### config.mk
export PLATFORM = sky130hd
export DESIGN_NAME = ooo_execute_stage
export DESIGN_NICKNAME = d
export VERILOG_FILES = /design/src/source/ooo_exec_pkg.sv /design/src/source/ooo_execute_stage.sv /design/src/source/branch_resolution_unit.sv /design/src/source/divide_unit.sv /design/src/source/multiply_unit.sv /design/src/source/arithmetic_unit.sv
export SDC_FILE = /design/constraint.sdc
export NUM_CORES = 2
export LEC_CHECK = 0
export BUFFER_PORTS_ARGS = -buffer_cell sky130_fd_sc_hd__buf_2
export CAP_MARGIN = 0
export CORE_MARGIN = 4
export CORE_UTILIZATION = 55
export DETAILED_ROUTE_END_ITERATION = 8
export PLACE_DENSITY = 0.75
export RECOVER_POWER = 25
export SETUP_SLACK_MARGIN = 0.5
export SYNTH_ARGS = -nofsm -noshare
export SYNTH_HDL_FRONTEND = slang
export SYNTH_HIERARCHICAL = 1
export SYNTH_SLANG_ARGS = --single-unit
### constraint.sdc
create_clock -name CLK -period 12.3 [get_ports CLK]
set_clock_uncertainty 0.1 [all_clocks]
set_input_delay 0.615 -clock CLK [delete_from_list [all_inputs] [get_ports CLK]]
set_output_delay 0.615 -clock CLK [all_outputs]
set_load 0.01 [all_outputs]
### src/source/ooo_exec_pkg.sv
/*
  Execute stage types
  Shared words, unit opcodes and the packed records between issue, units and commit
*/
package ooo_exec_pkg;

  typedef logic [31:0] word_t;
  typedef logic [4:0]  reg_idx_t;

  // FU_NONE must stay zero so a cleared issue means no work
  typedef enum logic [2:0] {
    FU_NONE, FU_ALU, FU_MUL, FU_DIV, FU_BRANCH, FU_JUMP
  } fu_t;

  typedef enum logic [3:0] {
    ALU_ADD, ALU_SUB, ALU_AND, ALU_OR, ALU_XOR,
    ALU_SLL, ALU_SRL, ALU_SRA, ALU_SLT, ALU_SLTU
  } alu_op_t;

  // Low word, or high word with signed/unsigned operand mix
  typedef enum logic [1:0] {MUL_LO, MUL_HSS, MUL_HSU, MUL_HUU} mul_op_t;

  typedef enum logic [1:0] {DIV_S, DIV_U, REM_S, REM_U} div_op_t;

  typedef enum logic [2:0] {BR_EQ, BR_NE, BR_LT, BR_GE, BR_LTU, BR_GEU} br_type_t;

  typedef struct packed {
    fu_t      fu;
    alu_op_t  alu_op;
    mul_op_t  mul_op;
    div_op_t  div_op;
    word_t    rs1_data;
    word_t    rs2_data;
    reg_idx_t rd;
    word_t    pc;
    word_t    imm;
    br_type_t br_type;
    logic     prediction;
    logic     j_sel;
  } ex_issue_t;

  typedef struct packed {
    logic     wen;
    reg_idx_t rd;
    word_t    wdata;
  } wb_t;

  typedef struct packed {
    logic  branch_taken;
    word_t br_resolved_addr;
    word_t jump_addr;
  } br_res_t;

  // One write-back slot per unit so late results can retire alongside ALU ones
  typedef struct packed {
    wb_t   wb_au;
    wb_t   wb_mu;
    wb_t   wb_du;
    word_t pc;
    logic  branch_instr;
    logic  branch_taken;
    logic  prediction;
    word_t br_resolved_addr;
    logic  jump_instr;
    word_t jump_addr;
    logic  intr_seen;
  } commit_t;

endpackage
### src/source/ooo_execute_stage.sv
/*
  Out-of-order execute stage
  Routes each issue to its unit, keeps the interrupt latch and registers
  the execute-to-commit record, misprediction goes out in the issue cycle
*/
`timescale 1ns/1ns

module ooo_execute_stage #(
  parameter int MUL_LATENCY = 2
) (
  input  logic                    CLK,
  input  logic                    nRST,
  input  ooo_exec_pkg::ex_issue_t issue,
  input  logic                    flush,
  input  logic                    intr,
  input  logic                    intr_taken,
  output ooo_exec_pkg::commit_t   commit,
  output logic                    mispredict,
  output ooo_exec_pkg::word_t     brj_addr,
  output logic                    busy_du
);
  import ooo_exec_pkg::*;

  logic    alu_start, mul_start, div_start, br_start, jump_start;
  logic    intr_latch;
  wb_t     wb_au, wb_mu, wb_du;
  br_res_t br_res;

  // Unit strobes from the fu code
  assign alu_start  = (issue.fu == FU_ALU);
  assign mul_start  = (issue.fu == FU_MUL);
  assign div_start  = (issue.fu == FU_DIV);
  assign br_start   = (issue.fu == FU_BRANCH);
  assign jump_start = (issue.fu == FU_JUMP);

  arithmetic_unit ARITHU (
    .alu_start (alu_start),
    .alu_op    (issue.alu_op),
    .port_a    (issue.rs1_data),
    .port_b    (issue.rs2_data),
    .rd        (issue.rd),
    .wb_au     (wb_au)
  );

  multiply_unit #(
    .MUL_LATENCY (MUL_LATENCY)
  ) MULU (
    .CLK       (CLK),
    .nRST      (nRST),
    .flush     (flush),
    .mul_start (mul_start),
    .mul_op    (issue.mul_op),
    .rs1_data  (issue.rs1_data),
    .rs2_data  (issue.rs2_data),
    .rd        (issue.rd),
    .wb_mu     (wb_mu)
  );

  divide_unit DIVU (
    .CLK       (CLK),
    .nRST      (nRST),
    .flush     (flush),
    .div_start (div_start),
    .div_op    (issue.div_op),
    .rs1_data  (issue.rs1_data),
    .rs2_data  (issue.rs2_data),
    .rd        (issue.rd),
    .wb_du     (wb_du),
    .busy      (busy_du)
  );

  branch_resolution_unit BRU (
    .rs1_data (issue.rs1_data),
    .rs2_data (issue.rs2_data),
    .pc       (issue.pc),
    .imm      (issue.imm),
    .br_type  (issue.br_type),
    .j_sel    (issue.j_sel),
    .br_res   (br_res)
  );

  // Hazard side sees the outcome before commit
  assign mispredict = br_start && (issue.prediction != br_res.branch_taken);
  assign brj_addr   = jump_start ? br_res.jump_addr : br_res.br_resolved_addr;

  // Interrupt is held even while the pipe is busy
  always_ff @(posedge CLK, negedge nRST) begin
    if (!nRST) begin
      intr_latch <= 1'b0;
    end else if (flush) begin
      intr_latch <= 1'b0;
    end else if (intr) begin
      intr_latch <= 1'b1;
    end else if (intr_taken) begin
      intr_latch <= 1'b0;
    end
  end

  always_ff @(posedge CLK, negedge nRST) begin
    if (!nRST) begin
      commit <= '0;
    end else if (flush) begin
      commit <= '0;
    end else begin
      commit.wb_au            <= wb_au;
      commit.wb_mu            <= wb_mu;
      commit.wb_du            <= wb_du;
      commit.pc               <= issue.pc;
      commit.branch_instr     <= br_start;
      commit.branch_taken     <= br_res.branch_taken;
      commit.prediction       <= issue.prediction;
      commit.br_resolved_addr <= br_res.br_resolved_addr;
      commit.jump_instr       <= jump_start;
      commit.jump_addr        <= br_res.jump_addr;
      commit.intr_seen        <= intr_latch;
    end
  end

endmodule

### src/source/branch_resolution_unit.sv
/*
  Branch resolution unit
  Evaluates the branch condition, resolved next address and jump target
*/
`timescale 1ns/1ns

module branch_resolution_unit (
  input  ooo_exec_pkg::word_t    rs1_data,
  input  ooo_exec_pkg::word_t    rs2_data,
  input  ooo_exec_pkg::word_t    pc,
  input  ooo_exec_pkg::word_t    imm,
  input  ooo_exec_pkg::br_type_t br_type,
  input  logic                   j_sel,
  output ooo_exec_pkg::br_res_t  br_res
);
  import ooo_exec_pkg::*;

  logic  taken;
  word_t jump_base;
  word_t jump_sum;

  always_comb begin
    case (br_type)
      BR_EQ: begin
        taken = (rs1_data == rs2_data);
      end
      BR_NE: begin
        taken = (rs1_data != rs2_data);
      end
      BR_LT: begin
        taken = ($signed(rs1_data) < $signed(rs2_data));
      end
      BR_GE: begin
        taken = ($signed(rs1_data) >= $signed(rs2_data));
      end
      BR_LTU: begin
        taken = (rs1_data < rs2_data);
      end
      BR_GEU: begin
        taken = (rs1_data >= rs2_data);
      end
      default: begin
        taken = 1'b0;
      end
    endcase
  end

  // JAL uses pc as base, JALR uses rs1
  assign jump_base = j_sel ? pc : rs1_data;
  assign jump_sum  = jump_base + imm;

  assign br_res.branch_taken     = taken;
  assign br_res.br_resolved_addr = taken ? (pc + imm) : (pc + 32'd4);
  assign br_res.jump_addr        = {jump_sum[31:1], 1'b0};

endmodule

### src/source/divide_unit.sv
/*
  Divide unit
  Iterative 32-step restoring divider on magnitudes with RISC-V sign
  and corner-case rules, busy while iterating
*/
`timescale 1ns/1ns

module divide_unit (
  input  logic                   CLK,
  input  logic                   nRST,
  input  logic                   flush,
  input  logic                   div_start,
  input  ooo_exec_pkg::div_op_t  div_op,
  input  ooo_exec_pkg::word_t    rs1_data,
  input  ooo_exec_pkg::word_t    rs2_data,
  input  ooo_exec_pkg::reg_idx_t rd,
  output ooo_exec_pkg::wb_t      wb_du,
  output logic                   busy
);
  import ooo_exec_pkg::*;

  typedef enum logic [1:0] {DIV_IDLE, DIV_RUN, DIV_DONE} div_state_t;

  div_state_t  state;
  logic [4:0]  step_cnt;
  logic        accept;
  logic        signed_op;
  word_t       abs_a, abs_b;
  div_op_t     op_q;
  reg_idx_t    rd_q;
  word_t       dividend_q, divisor_q, quo_q, rem_q;
  logic        neg_quo_q, neg_rem_q, div_zero_q, overflow_q;
  logic [32:0] trial, diff;
  word_t       quo_res, rem_res;

  // Starts are ignored mid-run
  assign accept    = div_start && !flush && (state != DIV_RUN);
  assign signed_op = (div_op == DIV_S) || (div_op == REM_S);
  assign abs_a     = (signed_op && rs1_data[31]) ? -rs1_data : rs1_data;
  assign abs_b     = (signed_op && rs2_data[31]) ? -rs2_data : rs2_data;

  always_ff @(posedge CLK, negedge nRST) begin
    if (!nRST) begin
      state    <= DIV_IDLE;
      step_cnt <= '0;
    end else if (flush) begin
      state    <= DIV_IDLE;
      step_cnt <= '0;
    end else if (accept) begin
      state    <= DIV_RUN;
      step_cnt <= '0;
    end else begin
      case (state)
        DIV_RUN: begin
          step_cnt <= step_cnt + 5'd1;
          if (step_cnt == 5'd31) begin
            state <= DIV_DONE;
          end
        end
        DIV_DONE: begin
          state <= DIV_IDLE;
        end
        default: begin
          state <= DIV_IDLE;
        end
      endcase
    end
  end

  // One restoring step, dividend bits shift out of quo_q as quotient bits fill in
  assign trial = {rem_q, quo_q[31]};
  assign diff  = trial - {1'b0, divisor_q};

  always_ff @(posedge CLK) begin
    if (accept) begin
      op_q       <= div_op;
      rd_q       <= rd;
      dividend_q <= rs1_data;
      divisor_q  <= abs_b;
      quo_q      <= abs_a;
      rem_q      <= '0;
      neg_quo_q  <= signed_op && (rs1_data[31] ^ rs2_data[31]);
      neg_rem_q  <= signed_op && rs1_data[31];
      div_zero_q <= (rs2_data == '0);
      overflow_q <= signed_op && (rs1_data == 32'h8000_0000) && (rs2_data == '1);
    end else if (state == DIV_RUN) begin
      quo_q <= {quo_q[30:0], ~diff[32]};
      rem_q <= diff[32] ? trial[31:0] : diff[31:0];
    end
  end

  always_comb begin
    if (div_zero_q) begin
      quo_res = '1;
      rem_res = dividend_q;
    end else if (overflow_q) begin
      quo_res = dividend_q;
      rem_res = '0;
    end else begin
      quo_res = neg_quo_q ? -quo_q : quo_q;
      rem_res = neg_rem_q ? -rem_q : rem_q;
    end
  end

  assign busy        = (state == DIV_RUN);
  assign wb_du.wen   = (state == DIV_DONE);
  assign wb_du.rd    = rd_q;
  assign wb_du.wdata = ((op_q == REM_S) || (op_q == REM_U)) ? rem_res : quo_res;

endmodule

### src/source/multiply_unit.sv
/*
  Multiply unit
  Pipelined 32x32 multiplier for MUL, MULH, MULHSU and MULHU
  Results leave MUL_LATENCY cycles after issue, one per cycle
*/
`timescale 1ns/1ns

module multiply_unit #(
  parameter int MUL_LATENCY = 2
) (
  input  logic                   CLK,
  input  logic                   nRST,
  input  logic                   flush,
  input  logic                   mul_start,
  input  ooo_exec_pkg::mul_op_t  mul_op,
  input  ooo_exec_pkg::word_t    rs1_data,
  input  ooo_exec_pkg::word_t    rs2_data,
  input  ooo_exec_pkg::reg_idx_t rd,
  output ooo_exec_pkg::wb_t      wb_mu
);
  import ooo_exec_pkg::*;

  typedef struct packed {
    reg_idx_t    rd;
    mul_op_t     op;
    logic [63:0] product;
  } mul_stage_t;

  logic [MUL_LATENCY-1:0] valid_q;
  mul_stage_t             stage_q [MUL_LATENCY];
  mul_stage_t             stage_in;
  mul_stage_t             stage_out;
  logic                   a_signed;
  logic                   b_signed;
  logic signed [32:0]     a_ext;
  logic signed [32:0]     b_ext;
  logic signed [65:0]     full_product;

  // MULHSU treats only rs1 as signed
  assign a_signed = (mul_op == MUL_HSS) || (mul_op == MUL_HSU);
  assign b_signed = (mul_op == MUL_HSS);

  assign a_ext        = {a_signed & rs1_data[31], rs1_data};
  assign b_ext        = {b_signed & rs2_data[31], rs2_data};
  assign full_product = a_ext * b_ext;

  assign stage_in.rd      = rd;
  assign stage_in.op      = mul_op;
  assign stage_in.product = full_product[63:0];

  // Valid shift register, flush drops everything in flight
  always_ff @(posedge CLK, negedge nRST) begin
    if (!nRST) begin
      valid_q <= '0;
    end else if (flush) begin
      valid_q <= '0;
    end else begin
      valid_q[0] <= mul_start;
      for (int i = 1; i < MUL_LATENCY; i++) begin
        valid_q[i] <= valid_q[i-1];
      end
    end
  end

  always_ff @(posedge CLK) begin
    stage_q[0] <= stage_in;
    for (int i = 1; i < MUL_LATENCY; i++) begin
      stage_q[i] <= stage_q[i-1];
    end
  end

  assign stage_out = stage_q[MUL_LATENCY-1];

  // Word select happens at the end of the pipe
  assign wb_mu.wen   = valid_q[MUL_LATENCY-1];
  assign wb_mu.rd    = stage_out.rd;
  assign wb_mu.wdata = (stage_out.op == MUL_LO) ? stage_out.product[31:0]
                                                : stage_out.product[63:32];

endmodule

### src/source/arithmetic_unit.sv
/*
  Arithmetic unit
  Single-cycle RV32 integer ALU feeding the arithmetic write-back slot
*/
`timescale 1ns/1ns

module arithmetic_unit (
  input  logic                   alu_start,
  input  ooo_exec_pkg::alu_op_t  alu_op,
  input  ooo_exec_pkg::word_t    port_a,
  input  ooo_exec_pkg::word_t    port_b,
  input  ooo_exec_pkg::reg_idx_t rd,
  output ooo_exec_pkg::wb_t      wb_au
);
  import ooo_exec_pkg::*;

  word_t      result;
  logic [4:0] shamt;

  // Only the low 5 bits shift on RV32
  assign shamt = port_b[4:0];

  always_comb begin
    case (alu_op)
      ALU_ADD: begin
        result = port_a + port_b;
      end
      ALU_SUB: begin
        result = port_a - port_b;
      end
      ALU_AND: begin
        result = port_a & port_b;
      end
      ALU_OR: begin
        result = port_a | port_b;
      end
      ALU_XOR: begin
        result = port_a ^ port_b;
      end
      ALU_SLL: begin
        result = port_a << shamt;
      end
      ALU_SRL: begin
        result = port_a >> shamt;
      end
      ALU_SRA: begin
        result = $signed(port_a) >>> shamt;
      end
      ALU_SLT: begin
        result = {31'd0, $signed(port_a) < $signed(port_b)};
      end
      ALU_SLTU: begin
        result = {31'd0, port_a < port_b};
      end
      default: begin
        result = '0;
      end
    endcase
  end

  assign wb_au.wen   = alu_start;
  assign wb_au.rd    = rd;
  assign wb_au.wdata = result;

endmodule

**Word level (Yosys, flattened, before mapping)**

Memories as Yosys holds them, arrays and structs flattened.
Cells that the tools add are included.

- Output and inout bits: 249
- Input bits: 154
- Memories: 1
- RAM bits: 142
- Word-level logic and storage cells: 142
- Register bits after elaboration: 364
- Latch bits: 0
- ROM bits: 0

- Magnitude comparators: 4
- Reduce and logical (&&, ||, !) cells: 20
- Mux-type cells: 30
- $add $sub $neg: 11
- Bitwise operators: 7
- Shifts and indexed selects: 3
- Equality and inequality tests: 34
- Div/mod/pow operators: 0
- $mul: 1

Memories:

| memory | words | bits a word | read ports | clocked after memory_dff | wr ports | line | text |
|---|---|---|---|---|---|---|---|
| MULU.stage_q | 2 | 71 | 2 | 0 | 2 | multiply_unit.sv:30 | `mul_stage_t stage_q [MUL_LATENCY];` |

Operators by type and width:

| operator | number |
|---|---|
| $mux 32 | 16 |
| $pmux 32 s10 | 1 |
| $mux 215 | 1 |
| $neg 32->32 | 4 |
| $add 32x32->32 | 3 |
| $eq 32x32->1 const B | 2 |
| $ge 32x32->1 | 2 |
| $lt 32x32->1 | 2 |
| $mul 33x33->64 | 1 |
| $sub 33x32->33 | 1 |
| $add 32x3->32 const B | 1 |
| $and 32x32->32 | 1 |
| $eq 32x32->1 | 1 |
| $logic_not 32->1 | 1 |
| $ne 32x32->1 | 1 |
| $or 32x32->32 | 1 |
| $shl 32x5->32 | 1 |
| $shr 32x5->32 | 1 |
| $sshr 32x5->32 | 1 |
| $sub 32x32->32 | 1 |
| $xor 32x32->32 | 1 |
| $eq 4x3->1 const B | 4 |
| $mux 5 | 3 |
| $eq 3x2->1 const B | 4 |
| other kinds (26) | 55 |

**Logic depth before layout (Yosys ltp)**

- Word-level depth: 6
- Depth in mapped cells: 32
- Depth with buffers taken out: 30

**Hierarchy**

Netlist, hierarchy kept.

By module, submodules not included:

| module | sequential area each (um2) | cells an instance | instances | area each (um2) |
|---|---|---|---|---|
| multiply_unit | 2,892.8 | 4,420 | 1 | 41,412.2 |
| divide_unit | 3,998.8 | 1,196 | 1 | 10,487.6 |
| arithmetic_unit | 0.0 | 1,190 | 1 | 8,509.4 |
| ooo_execute_stage | 5,405.2 | 500 | 1 | 7,464.7 |
| branch_resolution_unit | 0.0 | 733 | 1 | 5,295.1 |

**Worst setup path before layout**

No wires, ideal clock.

- Path type: input-to-reg
- Start point: input issue[141] (netlist bit)
- End point: memory MULU/stage_q[0][62] (netlist bit)
- Arrival: 7,924 ps
- Setup slack: 4,148 ps
- Cell stages on the path: 30
- Library setup time: 127 ps
- Cell sequence: inv_1 ha_1 nor2b_1 clkbuf_1 nand2_1 inv_1 fa_1 inv_1 fa_1 inv_1 fa_1 fa_1 inv_1 fa_1 fa_1 fa_1 fa_1 inv_1 ha_1 clkbuf_1 a21oi_1 o21bai_1 a21oi_1 nor2b_1 o21a_1 o21ai_0 nand2b_1 a21oi_1 nor4b_1 a21oi_1

RTL lines:

| element | line | text |
|---|---|---|
| start, declared | ooo_execute_stage.sv:13 | `input ooo_exec_pkg::ex_issue_t issue,` |
| end, declared | multiply_unit.sv:30 |  |

==> run summary <==
outcome -> complete, but fails checks
failing checks -> capacitance limit, slew limit
syn_nets -> 9,767
Routed WL per cell -> 23.59 um
Slew HR -> -210.4%
EDFF count, synth -> 106
Syn Inst Count -> 8,039
hold path cells -> 1
Synth Flop Type -> dfrtp_1
dpl hpwl -> 183,400 um
Cell Area, Synth -> 73,170 sq um
total track usage -> 34.06%
vias -> 59,522
actual slew at the worst max-slew pin -> 4.656 ns
Initial Util -> 55.52%
period utilisation layout -> 81.42%
Worst Hold End -> DIVU/op_q[1]
remaining routing DRC violations -> 0
CP Class -> in2reg
worst hold margin -> 0.03513 ns
r2r setup slk -> 8.05 ns
die width -> 372.7 um
core area -> 131,800 sq um
max-slew violations -> 943
dominant cell type by area after synthesis -> fa_1
DIE AREA -> 138,900 sq um
layout cells sized above 1 -> 9.585%
top area cells in the synthesized netlist -> fa_1 31%, dfrtp_1 7.7%, ha_1 7.6%
Clock Latency Late Sink -> 0.70 ns
top cells by count, synth -> 1,379 x inv_1, 1,130 x fa_1, 1,062 x nand2_1, 444 x ha_1, 347 x clkbuf_1
final setup vio count -> 0
Yosys top cell area share -> 30.92%
cell depth of the worst flop-to-flop path -> 12
die height -> 372.7 um
reg2reg start -> DIVU/quo_q[31]
Initial DRC Count -> 5,588
final hold vios -> 0
vias in the first global route -> 62,259
area of the multi-input gates -> 53,890 sq um
H-tree level count -> 2
CP endpoint kind -> flop
Area Overhead vs Synth -> 7.252%
crit path launch type -> input port
drt total wl -> 236,000 um
PortBufs -> 402
synth unique cells -> 123
Vias/cell -> 5.950
synth warn -> 6
Yosys reg bits -> 505
GR Overflow Total -> 0
first-pass GRT wire length -> 369,500 um
TritonCTS buffer count -> 54
fraction of registers with async set/reset -> 44.55%
max cap viols -> 26
GPL Wtd Cong -> 1.037
# Post-CTS Setup Buffers -> 0
most numerous cell in the Yosys netlist -> inv_1
Clock Pin Slew Worst Setup and Hold Paths -> 0.06 ns
# nets final -> 9,925
Root Buffer Master -> clkbuf_16
CTS tree -> yes
setup TNS -> 0 ns
share of the yosys chip area belonging to registers -> 16.81%
largest net degree at the start of global routing -> 94
fin crit period -> 10.02 ns
Routed Antenna Nets -> 0
Max Clk Rate -> 0.09985 GHz
FF+latch area -> 12,300 sq um
Worst EP required -> 12.82 ns
hold_sp -> issue[139]
RSZ-0062 raised after global routing -> no
synthesized area per cell -> 9.102 sq um
worst r2r dst -> DIVU/rem_q[28]
CTS max path bufs -> 3
worst-path maximum fanout -> 39
critical path data arrival time -> 10.53 ns
fillcell total -> 11,317
CTS Sinks -> 505
worst hold path type -> in2reg
initial antenna violation count -> 12
I/O Pins -> 403
row cnt -> 133
detailed-router iteration count before antenna repair -> 8
logic make-up after synthesis:
group,share of synthesized area [%]
muxes,4.379
other,0.005125
AOI/OAI and AO/OA,11.16
xor gates and xnor gates,3.890
and+or+nand+nor,15.66
buffers and inverters,9.586
DFF,16.81
adders and majority gates,38.51
registers in the layout (all words and copies together) (netlist names):
name,cells
intr_latch,1
DIVU/quo_q,32
MULU/valid_q,2
DIVU/step_cnt,5
DIVU/overflow_q,1
DIVU/op_q,1
DIVU/state,2
DIVU/divisor_q,32
DIVU/div_zero_q,1
DIVU/neg_quo_q,1
DIVU/rem_q,32
MULU/stage_q,142
DIVU/neg_rem_q,1
DIVU/dividend_q,32
DIVU/rd_q,5
commit,215
final cells by class:
class	instances	share of cell area [%]
tap	1755	2.798
timing repair buffer	529	3.648
inverter	1384	6.620
clock buffer	69	1.966
sequential	505	15.67
multi-input combinational	5723	68.67
antenna	6	0.01913
clock inverter	32	0.6091
stage by stage:
stage          cells  utilization (%)  instance area (sq um)  worst slack, ns
2_1_floorplan   8039                -                  73170            4.148
3_3_place_gp    9888            58.05                  76510            3.391
3_5_place_dp    9888            58.05                  76510            3.267
4_1_cts         9997            59.64                  78610            3.447
5_1_grt        10000            59.54                  78470            2.176
6_report       10003            59.54                  78480            2.285
worst max path at each step:
stage | from | to | slack (ns) | depth (start not counted)
floorplan | issue[141] | MULU/stage_q[0][62] | 4.15 | 30
global placement | issue[137] | MULU/stage_q[0][58] | 3.39 | 28
detailed placement | issue[137] | MULU/stage_q[0][62] | 3.27 | 28
CTS | issue[140] | MULU/stage_q[0][58] | 3.45 | 30
global route | issue[137] | MULU/stage_q[0][58] | 2.18 | 24
finish | issue[137] | MULU/stage_q[0][58] | 2.28 | 24
routing by layer:
layer  vias to the layer above  wire length, um  global-route usage (%)
li1                      25965                -                       -
met1                     29802            93220                   46.09
met2                      3097           107400                   53.74
met3                       654            23680                   6.821
met4                         4            11660                   14.47
met5                         -               27                       0
placed cells by master (no fill, tap or decap), types with 31 or more instances in the layout:
cell type and count:
inv_1 1378, fa_1 1130, nand2_1 1062, ha_1 444
buf_2 340, nor2_1 314, a21oi_1 304, and2_1 298
o21ai_0 275, nor2b_1 226, dfrtp_1 225, xnor2_1 198
dfxtp_1 174, xor2_1 126, buf_4 107, edfxtp_1 106
a21o_1 95, nor3_1 88, nand3_1 86, clkbuf_1 80
mux2_2 71, mux2i_1 64, clkbuf_16 58, mux4_2 53
nand4_1 51, o211ai_1 49, o31ai_1 48, o21a_1 44
and3_1 41, a31oi_1 40, nand2b_1 40, a211oi_1 36
o21bai_1 31, a22oi_1 31, o311ai_0 31, mux2_4 31
what timing repair did:
| item | 4_1_cts | 5_1_grt |
|---|---|---|
| hold buffers | 8 | 0 |
| resized for setup | 0 | 0 |
| endpoints found under the hold margin | 98 | 0 |
worst max-delay path, stage by stage:
cell and delay, ns:
clkbuf_1 0.70, clkbuf_1 2.25, nand2_1 0.29, fa_1 0.66, inv_1 0.06, fa_1 0.50
fa_1 0.58, fa_1 0.45, fa_1 0.56, fa_1 0.53, inv_1 0.05, fa_1 0.45
fa_1 0.52, inv_1 0.05, ha_1 0.44, and2b_2 0.19, o21a_1 0.17, nor2_1 0.08
a31o_2 0.26, a41o_2 0.28, o21a_1 0.23, o21a_1 0.22, o21ai_1 0.20, xor2_1 0.17
Power is not shown: default switching activity piles up to over one toggle a cycle in this logic, so the estimate is an artifact.
